### src/pce_cfg.svh
// Cache geometry for the engine. The line is fixed at 16 bytes (two dwords)
// and the set and way counts must be powers of two
`ifndef PCE_CFG_SVH
`define PCE_CFG_SVH

`define PCE_PADDR_W 32
`define PCE_SETS    64
`define PCE_WAYS    4
`define PCE_RET_ELS 4

`define PCE_DWORD_W  64
`define PCE_LINE_W   128
`define PCE_OFFSET_W 4
`define PCE_INDEX_W  $clog2(`PCE_SETS)
`define PCE_WAY_W    $clog2(`PCE_WAYS)
`define PCE_TAG_W    (`PCE_PADDR_W - `PCE_INDEX_W - `PCE_OFFSET_W)

`endif

### src/pce_pkg.sv
// Encodings shared by the engine and the cache-side checker
`default_nettype none
`include "pce_cfg.svh"

package pce_pkg;

  typedef enum logic [1:0] {e_miss_load, e_uc_load, e_uc_store} pce_msg_e;

  typedef enum logic [1:0] {e_size_1b, e_size_2b, e_size_4b, e_size_8b} pce_size_e;

  typedef enum logic [1:0] {e_load_req, e_store_req} l15_rqtype_e;

  typedef enum logic [1:0] {e_load_ret, e_st_ack, e_evict_req} l15_rtntype_e;

  typedef enum logic {e_data_write, e_data_uncached} data_op_e;

  typedef enum logic [1:0] {e_tag_clear, e_tag_set_tag, e_tag_set_state} tag_op_e;

  typedef enum logic [1:0] {e_coh_i, e_coh_s, e_coh_m} coh_state_e;

  typedef enum logic [1:0] {e_wait_none, e_wait_st_ack, e_wait_uc_data, e_wait_fill} wait_e;

  // One L1.5 return as it sits in the return FIFO
  typedef struct packed {
    l15_rtntype_e            rtntype;
    logic                    noncacheable;
    logic [`PCE_DWORD_W-1:0] data_1;
    logic [`PCE_DWORD_W-1:0] data_0;
    logic                    inval;
    logic [`PCE_INDEX_W-1:0] inval_index;
    logic [`PCE_WAY_W-1:0]   inval_way;
  } pce_ret_s;

  // L1.5 is big endian, the cache little endian
  function automatic logic [`PCE_DWORD_W-1:0] bswap64(input logic [`PCE_DWORD_W-1:0] d);
    logic [`PCE_DWORD_W-1:0] r;
    for (int i = 0; i < 8; i++)
      r[8*i +: 8] = d[8*(7-i) +: 8];
    return r;
  endfunction

endpackage

`default_nettype wire

### src/pce_ctrl.sv
// Takes one request at a time and holds it until completion
// No request is taken before the tag clear sweep has finished
`timescale 1ns/1ps
`default_nettype none
`include "pce_cfg.svh"

module pce_ctrl (
  input  logic                    clk_i,
  input  logic                    reset_i,
  input  logic                    req_v_i,
  input  pce_pkg::pce_msg_e       req_msg_i,
  input  logic [`PCE_PADDR_W-1:0] req_addr_i,
  input  pce_pkg::pce_size_e      req_size_i,
  input  logic [`PCE_DWORD_W-1:0] req_data_i,
  input  logic [`PCE_WAY_W-1:0]   req_way_i,
  output logic                    req_yumi_o,
  output logic                    req_busy_o,
  output logic                    req_complete_o,
  input  logic                    l15_req_ready_i,
  output logic                    l15_req_v_o,
  input  logic                    init_done_i,
  input  logic                    ret_done_i,
  output pce_pkg::pce_msg_e       held_msg_o,
  output logic [`PCE_PADDR_W-1:0] held_addr_o,
  output pce_pkg::pce_size_e      held_size_o,
  output logic [`PCE_DWORD_W-1:0] held_data_o,
  output logic [`PCE_WAY_W-1:0]   held_way_o,
  output pce_pkg::wait_e          wait_o
);
  import pce_pkg::*;

  typedef enum logic [1:0] {st_idle, st_send, st_wait, st_done} state_e;

  state_e state_r;
  state_e state_n;

  assign req_yumi_o     = req_v_i & init_done_i & (state_r == st_idle);
  assign req_busy_o     = ~init_done_i | (state_r != st_idle);
  assign req_complete_o = (state_r == st_done);
  assign l15_req_v_o    = (state_r == st_send);

  always_comb
  begin
    state_n = state_r;
    case (state_r)
      st_idle:
        if (req_yumi_o)
          state_n = st_send;
      st_send:
        if (l15_req_ready_i)
          state_n = st_wait;
      st_wait:
        if (ret_done_i)
          state_n = st_done;
      default:
        state_n = st_idle;
    endcase
  end

  // Tells the writer which return closes the request
  always_comb
  begin
    wait_o = e_wait_none;
    if (state_r == st_wait)
    begin
      case (held_msg_o)
        e_uc_store: wait_o = e_wait_st_ack;
        e_uc_load:  wait_o = e_wait_uc_data;
        default:    wait_o = e_wait_fill;
      endcase
    end
  end

  always_ff @(posedge clk_i)
  begin
    if (reset_i)
      state_r <= st_idle;
    else
      state_r <= state_n;
  end

  always_ff @(posedge clk_i)
  begin
    if (req_yumi_o)
    begin
      held_msg_o  <= req_msg_i;
      held_addr_o <= req_addr_i;
      held_size_o <= req_size_i;
      held_data_o <= req_data_i;
      held_way_o  <= req_way_i;
    end
  end

endmodule

`default_nettype wire

### src/pce_l15_encode.sv
// Purely combinational; outputs follow the held request
// Misses always fetch a whole 16-byte line
`timescale 1ns/1ps
`default_nettype none
`include "pce_cfg.svh"

module pce_l15_encode (
  input  pce_pkg::pce_msg_e       held_msg_i,
  input  logic [`PCE_PADDR_W-1:0] held_addr_i,
  input  pce_pkg::pce_size_e      held_size_i,
  input  logic [`PCE_DWORD_W-1:0] held_data_i,
  input  logic [`PCE_WAY_W-1:0]   held_way_i,
  output pce_pkg::l15_rqtype_e    l15_req_type_o,
  output logic                    l15_req_nc_o,
  output logic [`PCE_PADDR_W-1:0] l15_req_addr_o,
  output logic [2:0]              l15_req_size_o,
  output logic [`PCE_DWORD_W-1:0] l15_req_data_o,
  output logic [`PCE_WAY_W-1:0]   l15_req_way_o
);
  import pce_pkg::*;

  logic                    is_miss;
  logic [`PCE_DWORD_W-1:0] swapped;

  assign is_miss        = (held_msg_i == e_miss_load);
  assign swapped        = bswap64(held_data_i);
  assign l15_req_type_o = (held_msg_i == e_uc_store) ? e_store_req : e_load_req;
  assign l15_req_nc_o   = ~is_miss;
  assign l15_req_way_o  = held_way_i;

  // L1.5 size code 3'b111 is a full line
  assign l15_req_size_o = is_miss ? 3'b111 : {1'b0, held_size_i};
  assign l15_req_addr_o = is_miss
                          ? {held_addr_i[`PCE_PADDR_W-1:`PCE_OFFSET_W], {`PCE_OFFSET_W{1'b0}}}
                          : held_addr_i;

  // Swapped value has the lowest byte on top, so narrow stores take the top bytes
  always_comb
  begin
    case (held_size_i)
      e_size_1b: l15_req_data_o = {8{swapped[63:56]}};
      e_size_2b: l15_req_data_o = {4{swapped[63:48]}};
      e_size_4b: l15_req_data_o = {2{swapped[63:32]}};
      default:   l15_req_data_o = swapped;
    endcase
  end

endmodule

`default_nettype wire

### src/pce_ret_fifo.sv
// Return buffer; yumi_i is only honoured while v_o is high
`timescale 1ns/1ps
`default_nettype none
`include "pce_cfg.svh"

module pce_ret_fifo #(
  parameter int els_p = 4
) (
  input  logic              clk_i,
  input  logic              reset_i,
  input  logic              v_i,
  input  pce_pkg::pce_ret_s data_i,
  output logic              ready_o,
  output logic              v_o,
  output pce_pkg::pce_ret_s data_o,
  input  logic              yumi_i
);
  import pce_pkg::*;

  localparam int ptr_w_lp = (els_p > 1) ? $clog2(els_p) : 1;
  localparam int cnt_w_lp = $clog2(els_p + 1);

  pce_ret_s            mem_r [els_p];
  logic [ptr_w_lp-1:0] wr_ptr_r;
  logic [ptr_w_lp-1:0] rd_ptr_r;
  logic [cnt_w_lp-1:0] count_r;
  logic                enq;
  logic                deq;

  function automatic logic [ptr_w_lp-1:0] next_ptr(input logic [ptr_w_lp-1:0] p);
    return (p == ptr_w_lp'(els_p - 1)) ? '0 : p + ptr_w_lp'(1);
  endfunction

  assign ready_o = (count_r != cnt_w_lp'(els_p));
  assign v_o     = (count_r != '0);
  assign data_o  = mem_r[rd_ptr_r];
  assign enq     = v_i & ready_o;
  assign deq     = yumi_i & v_o;

  always_ff @(posedge clk_i)
  begin
    if (reset_i)
    begin
      wr_ptr_r <= '0;
      rd_ptr_r <= '0;
      count_r  <= '0;
    end
    else
    begin
      if (enq)
        wr_ptr_r <= next_ptr(wr_ptr_r);
      if (deq)
        rd_ptr_r <= next_ptr(rd_ptr_r);
      count_r <= count_r + cnt_w_lp'(enq) - cnt_w_lp'(deq);
    end
  end

  always_ff @(posedge clk_i)
  begin
    if (enq)
      mem_r[wr_ptr_r] <= data_i;
  end

endmodule

`default_nettype wire

### src/pce_mem_writer.sv
// Returns at the FIFO head are ignored until the clear sweep is over
// A return that matches neither an evict nor the awaited kind stays at the head
`timescale 1ns/1ps
`default_nettype none
`include "pce_cfg.svh"

module pce_mem_writer (
  input  logic                    clk_i,
  input  logic                    reset_i,
  input  logic                    ret_v_i,
  input  pce_pkg::pce_ret_s       ret_i,
  output logic                    ret_yumi_o,
  input  pce_pkg::wait_e          wait_i,
  input  logic [`PCE_PADDR_W-1:0] held_addr_i,
  input  logic [`PCE_WAY_W-1:0]   held_way_i,
  output logic                    ret_done_o,
  output logic                    init_done_o,
  output logic                    data_mem_v_o,
  output pce_pkg::data_op_e       data_mem_op_o,
  output logic [`PCE_INDEX_W-1:0] data_mem_index_o,
  output logic [`PCE_WAY_W-1:0]   data_mem_way_o,
  output logic [`PCE_LINE_W-1:0]  data_mem_data_o,
  input  logic                    data_mem_yumi_i,
  output logic                    tag_mem_v_o,
  output pce_pkg::tag_op_e        tag_mem_op_o,
  output logic [`PCE_INDEX_W-1:0] tag_mem_index_o,
  output logic [`PCE_WAY_W-1:0]   tag_mem_way_o,
  output logic [`PCE_TAG_W-1:0]   tag_mem_tag_o,
  output pce_pkg::coh_state_e     tag_mem_state_o,
  input  logic                    tag_mem_yumi_i
);
  import pce_pkg::*;

  localparam int index_w_lp = `PCE_INDEX_W;

  logic [`PCE_INDEX_W-1:0] clr_idx_r;
  logic                    init_done_r;
  logic                    data_taken_r;
  logic                    tag_taken_r;
  logic                    head_v;
  logic                    is_evict;
  logic                    is_st_ack;
  logic                    is_uc_data;
  logic                    is_fill;
  logic                    data_taken;
  logic                    tag_taken;
  logic [`PCE_INDEX_W-1:0] held_index;
  logic [`PCE_DWORD_W-1:0] uc_dword;

  assign head_v     = init_done_r & ret_v_i;
  assign is_evict   = head_v & (ret_i.rtntype == e_evict_req);
  assign is_st_ack  = head_v & (ret_i.rtntype == e_st_ack) & ret_i.noncacheable
                      & (wait_i == e_wait_st_ack);
  assign is_uc_data = head_v & (ret_i.rtntype == e_load_ret) & ret_i.noncacheable
                      & (wait_i == e_wait_uc_data);
  assign is_fill    = head_v & (ret_i.rtntype == e_load_ret) & ~ret_i.noncacheable
                      & (wait_i == e_wait_fill);

  // A fill retires once both packets have gone, in either order
  assign data_taken  = data_taken_r | data_mem_yumi_i;
  assign tag_taken   = tag_taken_r | tag_mem_yumi_i;
  assign init_done_o = init_done_r;
  assign held_index  = held_addr_i[`PCE_OFFSET_W +: `PCE_INDEX_W];
  assign uc_dword    = held_addr_i[3] ? ret_i.data_1 : ret_i.data_0;

  always_comb
  begin
    data_mem_v_o     = is_uc_data | (is_fill & ~data_taken_r);
    data_mem_op_o    = is_uc_data ? e_data_uncached : e_data_write;
    data_mem_index_o = held_index;
    data_mem_way_o   = held_way_i;
    data_mem_data_o  = is_uc_data ? {2{bswap64(uc_dword)}}
                                  : {bswap64(ret_i.data_1), bswap64(ret_i.data_0)};
    tag_mem_v_o      = 1'b0;
    tag_mem_op_o     = e_tag_set_tag;
    tag_mem_index_o  = held_index;
    tag_mem_way_o    = held_way_i;
    tag_mem_tag_o    = held_addr_i[`PCE_PADDR_W-1 -: `PCE_TAG_W];
    tag_mem_state_o  = e_coh_m;
    ret_yumi_o       = 1'b0;
    ret_done_o       = 1'b0;

    if (~init_done_r)
    begin
      tag_mem_v_o     = 1'b1;
      tag_mem_op_o    = e_tag_clear;
      tag_mem_index_o = clr_idx_r;
    end
    else if (is_evict)
    begin
      // Evicts without the inval flag carry nothing for this cache
      tag_mem_v_o     = ret_i.inval;
      tag_mem_op_o    = e_tag_set_state;
      tag_mem_index_o = ret_i.inval_index;
      tag_mem_way_o   = ret_i.inval_way;
      tag_mem_state_o = e_coh_i;
      ret_yumi_o      = ~ret_i.inval | tag_mem_yumi_i;
    end
    else if (is_st_ack)
    begin
      ret_yumi_o = 1'b1;
      ret_done_o = 1'b1;
    end
    else if (is_uc_data)
    begin
      ret_yumi_o = data_mem_yumi_i;
      ret_done_o = data_mem_yumi_i;
    end
    else if (is_fill)
    begin
      tag_mem_v_o = ~tag_taken_r;
      ret_yumi_o  = data_taken & tag_taken;
      ret_done_o  = data_taken & tag_taken;
    end
  end

  always_ff @(posedge clk_i)
  begin
    if (reset_i)
    begin
      clr_idx_r    <= '0;
      init_done_r  <= 1'b0;
      data_taken_r <= 1'b0;
      tag_taken_r  <= 1'b0;
    end
    else
    begin
      if (~init_done_r & tag_mem_yumi_i)
      begin
        clr_idx_r <= clr_idx_r + index_w_lp'(1);
        if (clr_idx_r == index_w_lp'(`PCE_SETS - 1))
          init_done_r <= 1'b1;
      end
      if (ret_done_o)
      begin
        data_taken_r <= 1'b0;
        tag_taken_r  <= 1'b0;
      end
      else if (is_fill)
      begin
        data_taken_r <= data_taken;
        tag_taken_r  <= tag_taken;
      end
    end
  end

endmodule

`default_nettype wire

### src/pce_top.sv
// Data cache engine between the L1 data cache and a big-endian L1.5
// Memory packets hold valid and fields until the matching yumi
`timescale 1ns/1ps
`default_nettype none
`include "pce_cfg.svh"

module pce_top (
  input  logic                      clk_i,
  input  logic                      reset_i,
  input  logic                      req_v_i,
  input  pce_pkg::pce_msg_e         req_msg_i,
  input  logic [`PCE_PADDR_W-1:0]   req_addr_i,
  input  pce_pkg::pce_size_e        req_size_i,
  input  logic [`PCE_DWORD_W-1:0]   req_data_i,
  input  logic [`PCE_WAY_W-1:0]     req_way_i,
  output logic                      req_yumi_o,
  output logic                      req_busy_o,
  output logic                      req_complete_o,
  output logic                      l15_req_v_o,
  output pce_pkg::l15_rqtype_e      l15_req_type_o,
  output logic                      l15_req_nc_o,
  output logic [`PCE_PADDR_W-1:0]   l15_req_addr_o,
  output logic [2:0]                l15_req_size_o,
  output logic [`PCE_DWORD_W-1:0]   l15_req_data_o,
  output logic [`PCE_WAY_W-1:0]     l15_req_way_o,
  input  logic                      l15_req_ready_i,
  input  logic                      l15_ret_v_i,
  input  pce_pkg::l15_rtntype_e     l15_ret_rtntype_i,
  input  logic                      l15_ret_nc_i,
  input  logic [`PCE_DWORD_W-1:0]   l15_ret_data_0_i,
  input  logic [`PCE_DWORD_W-1:0]   l15_ret_data_1_i,
  input  logic                      l15_ret_inval_i,
  input  logic [`PCE_INDEX_W-1:0]   l15_ret_inval_index_i,
  input  logic [`PCE_WAY_W-1:0]     l15_ret_inval_way_i,
  output logic                      l15_ret_ready_o,
  output logic                      data_mem_v_o,
  output pce_pkg::data_op_e         data_mem_op_o,
  output logic [`PCE_INDEX_W-1:0]   data_mem_index_o,
  output logic [`PCE_WAY_W-1:0]     data_mem_way_o,
  output logic [`PCE_LINE_W-1:0]    data_mem_data_o,
  input  logic                      data_mem_yumi_i,
  output logic                      tag_mem_v_o,
  output pce_pkg::tag_op_e          tag_mem_op_o,
  output logic [`PCE_INDEX_W-1:0]   tag_mem_index_o,
  output logic [`PCE_WAY_W-1:0]     tag_mem_way_o,
  output logic [`PCE_TAG_W-1:0]     tag_mem_tag_o,
  output pce_pkg::coh_state_e       tag_mem_state_o,
  input  logic                      tag_mem_yumi_i
);
  import pce_pkg::*;

  pce_msg_e                held_msg;
  logic [`PCE_PADDR_W-1:0] held_addr;
  pce_size_e               held_size;
  logic [`PCE_DWORD_W-1:0] held_data;
  logic [`PCE_WAY_W-1:0]   held_way;
  wait_e                   wait_kind;
  logic                    init_done;
  logic                    ret_done;
  pce_ret_s                ret_in;
  pce_ret_s                ret_head;
  logic                    ret_v;
  logic                    ret_yumi;

  assign ret_in = '{rtntype: l15_ret_rtntype_i, noncacheable: l15_ret_nc_i,
                    data_1: l15_ret_data_1_i, data_0: l15_ret_data_0_i,
                    inval: l15_ret_inval_i, inval_index: l15_ret_inval_index_i,
                    inval_way: l15_ret_inval_way_i};

  pce_ctrl ctrl0 (
    .clk_i, .reset_i,
    .req_v_i, .req_msg_i, .req_addr_i, .req_size_i, .req_data_i, .req_way_i,
    .req_yumi_o, .req_busy_o, .req_complete_o,
    .l15_req_ready_i, .l15_req_v_o,
    .init_done_i(init_done), .ret_done_i(ret_done),
    .held_msg_o(held_msg), .held_addr_o(held_addr), .held_size_o(held_size),
    .held_data_o(held_data), .held_way_o(held_way),
    .wait_o(wait_kind)
  );

  pce_l15_encode encode0 (
    .held_msg_i(held_msg), .held_addr_i(held_addr), .held_size_i(held_size),
    .held_data_i(held_data), .held_way_i(held_way),
    .l15_req_type_o, .l15_req_nc_o, .l15_req_addr_o,
    .l15_req_size_o, .l15_req_data_o, .l15_req_way_o
  );

  pce_ret_fifo #(.els_p(`PCE_RET_ELS)) ret_fifo0 (
    .clk_i, .reset_i,
    .v_i(l15_ret_v_i), .data_i(ret_in), .ready_o(l15_ret_ready_o),
    .v_o(ret_v), .data_o(ret_head), .yumi_i(ret_yumi)
  );

  pce_mem_writer writer0 (
    .clk_i, .reset_i,
    .ret_v_i(ret_v), .ret_i(ret_head), .ret_yumi_o(ret_yumi),
    .wait_i(wait_kind), .held_addr_i(held_addr), .held_way_i(held_way),
    .ret_done_o(ret_done), .init_done_o(init_done),
    .data_mem_v_o, .data_mem_op_o, .data_mem_index_o, .data_mem_way_o,
    .data_mem_data_o, .data_mem_yumi_i,
    .tag_mem_v_o, .tag_mem_op_o, .tag_mem_index_o, .tag_mem_way_o,
    .tag_mem_tag_o, .tag_mem_state_o, .tag_mem_yumi_i
  );

endmodule

`default_nettype wire

### config.mk
export PLATFORM = sky130hd
export DESIGN_NAME = pce_top
export DESIGN_NICKNAME = d
export VERILOG_FILES = /design/src/pce_pkg.sv /design/src/pce_ctrl.sv /design/src/pce_l15_encode.sv /design/src/pce_ret_fifo.sv /design/src/pce_mem_writer.sv /design/src/pce_top.sv
export VERILOG_INCLUDE_DIRS = /design/src /design/src/src
export SDC_FILE = /design/constraint.sdc
export NUM_CORES = 1
export LEC_CHECK = 0
export ABC_AREA = 1
export BUFFER_PORTS_ARGS = -buffer_cell sky130_fd_sc_hd__buf_2
export CORE_MARGIN = 2
export CORE_UTILIZATION = 45
export CTS_CLUSTER_DIAMETER = 200
export DETAILED_ROUTE_END_ITERATION = 10
export PLACE_DENSITY = 0.64
export SLEW_MARGIN = 20
export SYNTH_ARGS = -nofsm -noshare
export SYNTH_HDL_FRONTEND = slang
export SYNTH_SLANG_ARGS = --single-unit
### constraint.sdc
create_clock -name clk_i -period 11.7 [get_ports clk_i]
set_clock_uncertainty 0.2 [all_clocks]
set_input_delay 1.17 -clock clk_i [delete_from_list [all_inputs] [get_ports clk_i]]
set_output_delay 1.17 -clock clk_i [all_outputs]
set_load 0.01 [all_outputs]
==> impl_metrics.env <==
export IMPL_chipWidth_um=254.4
export IMPL_via_per_inst=5.333
export IMPL_grt_pass1_wl_um=107800
export IMPL_setup_viol=0
export IMPL_netlist_area_um2=28220
export IMPL_synth_cells=2323
export IMPL_worstMarginPinSlew_ns=1.308
export IMPL_finalNetCount=3002
export IMPL_max_freq_mhz=150.3
export IMPL_drc_errors=0
export IMPL_synthTopCellsByCount="edfxtp_1 (662), nand2_1 (597), o21ai_0 (211), nor2_1 (192), a21oi_1 (92)"
export IMPL_post_cts_resized=0
export IMPL_dp_cells=3501
export IMPL_ys_flop_type="edfxtp_1"
export IMPL_fp_coreArea_um2=61830
export IMPL_clkSlewWorstSetupHoldPaths_ns=0.06
export IMPL_num_rows=91
export IMPL_ctsHoldBuffers=0
export IMPL_cp_start_kind="flip-flop"
export IMPL_total_power_w=0.005638
export IMPL_path_max_fanout=89
export IMPL_ys_ff_latch=682
export IMPL_clkLatencyLatePin_ns=0.61
export IMPL_n_fill_cell=5218
export IMPL_drt_iter0_drc=1607
export IMPL_routedWlPerCell_um=19.98
export IMPL_multi_input_area_um2=6551
export IMPL_slowest_delay_ns=0.79
export IMPL_grt_max_degree=192
export IMPL_post_cts_buffers=0
export IMPL_cp_cell_sequence="inv_8 -> buf_4 -> nand2_1 -> nand3_1 -> nand2_1 -> nor2_1 -> nand2_4 -> inv_4 -> buf_4 -> nand2_1 -> o21ai_1 -> buf_2"
export IMPL_seq_area_um2=20290
export IMPL_hold_violations=0
export IMPL_required_ns=10.33
export IMPL_worst_setup_path_end_kind="output port"
export IMPL_final_max_slew_viol_count=0
export IMPL_cts_tree="done"
export IMPL_crit_arrival_ns=5.28
export IMPL_die_h_um=254.4
export IMPL_slowest_stage="buf_4"
export IMPL_ant_nets=0
export IMPL_syn_area_per_cell_um2=12.15
export IMPL_cts_buffers=73
export IMPL_grtUsageTotal_pct=21.96
export IMPL_drive_gt1_share_pct=24.16
export IMPL_criticalPathCategory="flip-flop to output port"
export IMPL_postPlaceCellArea_um2=30980
export IMPL_setup_tns_ns=0
export IMPL_clock_root_buffer="clkbuf_16"
export IMPL_relSlewSlack_pct=12.78
export IMPL_yosysMostFrequentCell="edfxtp_1"
export IMPL_vias=19470
export IMPL_ys_top_cells_by_area="edfxtp_1 (70%), nand2_1 (7.9%), o21ai_0 (3.7%)"
export IMPL_cts_htree_levels=3
export IMPL_grt_remaining_overflow=0
export IMPL_dp_hpwl_um=45760
export IMPL_antenna_found_initial=30
export IMPL_ff2ff_path_depth=17
export IMPL_synth_area_leader_cell="edfxtp_1"
export IMPL_ir_drop_uv=122.5
export IMPL_cts_num_sinks=682
export IMPL_postRouteWirelength_um=72940
export IMPL_clockBufferDepth=3
export IMPL_synth_seq_area_share_pct=71.87
export IMPL_synthArstFlopShare_pct=0
export IMPL_ios=531
export IMPL_final_area_um2=33340
export IMPL_yosysTopAreaCellShare_pct=70.45
export IMPL_io_buffers=528
export IMPL_yosys_warnings=0
export IMPL_holdPathStages=2
export IMPL_hp_class="flip-flop to flip-flop"
export IMPL_dr_pass1_iters=7
export IMPL_gp_congestion=0.8949
export IMPL_drv_cap=0
export IMPL_area_delta_synth_final_pct=18.15
export IMPL_fin_hold_ws_ns=0.2675
export IMPL_rsz0062_at_grt="no"
export IMPL_die_area_um2=64720
export IMPL_path_common_cell="nand2_1"
export IMPL_fin_crit_ns=6.652
export IMPL_status="finished clean"
export IMPL_ys_types=35
export IMPL_leakage_nw=12.90
export IMPL_fin_cells=3651
export IMPL_fin_crit_sh_pct=56.85
export IMPL_cellPowerDensity_nw_per_um2=169.1
export IMPL_synth_edf_count=662
export IMPL_start_util_pct=45.64
export IMPL_grt_pass1_vias=18770
## metal layers
layer / wire length (um) / global-route usage [%]
met1: 28510 / 26.83
met3: 4992 / 5.001
met5: 161 / 0
met4: 2181 / 8.790
met2: 37090 / 37.80
## layout make-up
type,instances,share of cell area [%]
flip-flops and latches,682,60.86
well taps,837,3.142
diodes,16,0.1201
clock inverters,40,0.9458
multi-input cells,1367,19.65
inverters,69,0.8295
repair buffers,547,8.528
clock buffers,93,5.926
## final timing paths
check                           slack, ns                   end                start
worst min-delay path                 0.27   writer0.tag_taken_r  writer0.tag_taken_r
worst max register to register       6.83  ret_fifo0.count_r[2]            flip-flop
worst min register to register       0.27   writer0.tag_taken_r  writer0.tag_taken_r
worst max-delay path                 5.05  data_mem_data_o[110]            flip-flop
## cell families after synthesis
logic type      after synthesis  synth area share (%)
xor+xnor                      2               0.06209
compound gates              538                 11.45
simple gates                812                 10.93
other cells                   1               0.01329
buf+inv                     275                 5.073
flops                       682                 71.87
fa+ha+maj                    13                0.6031
## registers in the layout, indices dropped and copies added, names as in the netlist, 3 cells and up, named ones only
signal / flops
ret_fifo0.mem_r: 560
ctrl0.held_data_o: 64
ctrl0.held_addr_o: 32
writer0.clr_idx_r: 6
ret_fifo0.count_r: 3
## worst max-delay path, delay by kind of cell (launching register included)
| kind | cells | cell delay [ns] |
|---|---|---|
| compound gates | 1 | 0.12 |
| buf+inv | 5 | 2.61 |
| simple gates | 6 | 1.27 |
| flops | 1 | 0.51 |
## layout by cell type (no fill, tap or decap), types with 9 or more instances in the layout
master,count
clkinv_2,16
o211ai_1,9
clkbuf_1,16
o21ai_0,211
o21ai_2,9
ha_1,12
o22ai_1,67
dfxtp_1,18
a32o_1,64
diode_2,16
buf_4,15
inv_1,62
a21oi_1,92
nand2_1,597
nor2_1,187
nand3_1,13
clkinv_1,14
buf_2,528
o21ai_1,64
edfxtp_1,662
clkbuf_16,76
## power breakdown
| group | switching [W] | internal (W) | leakage, nW |
|---|---|---|---|
| clock network | 0.000916 | 0.00128 | 1.11 |
| registers | 0.0000396 | 0.00289 | 6.22 |
| logic | 0.000338 | 0.000169 | 5.57 |
## metrics by stage
step | worst slack, ns | utilization [%]
finish | 5.048 | 53.92
global route | 4.474 | 53.90
CTS | 4.373 | 53.81
detailed placement | 5.032 | 50.10
global placement | 5.244 | 50.10
floorplan | 3.699 | -
Power figures use the tool's default switching activity.
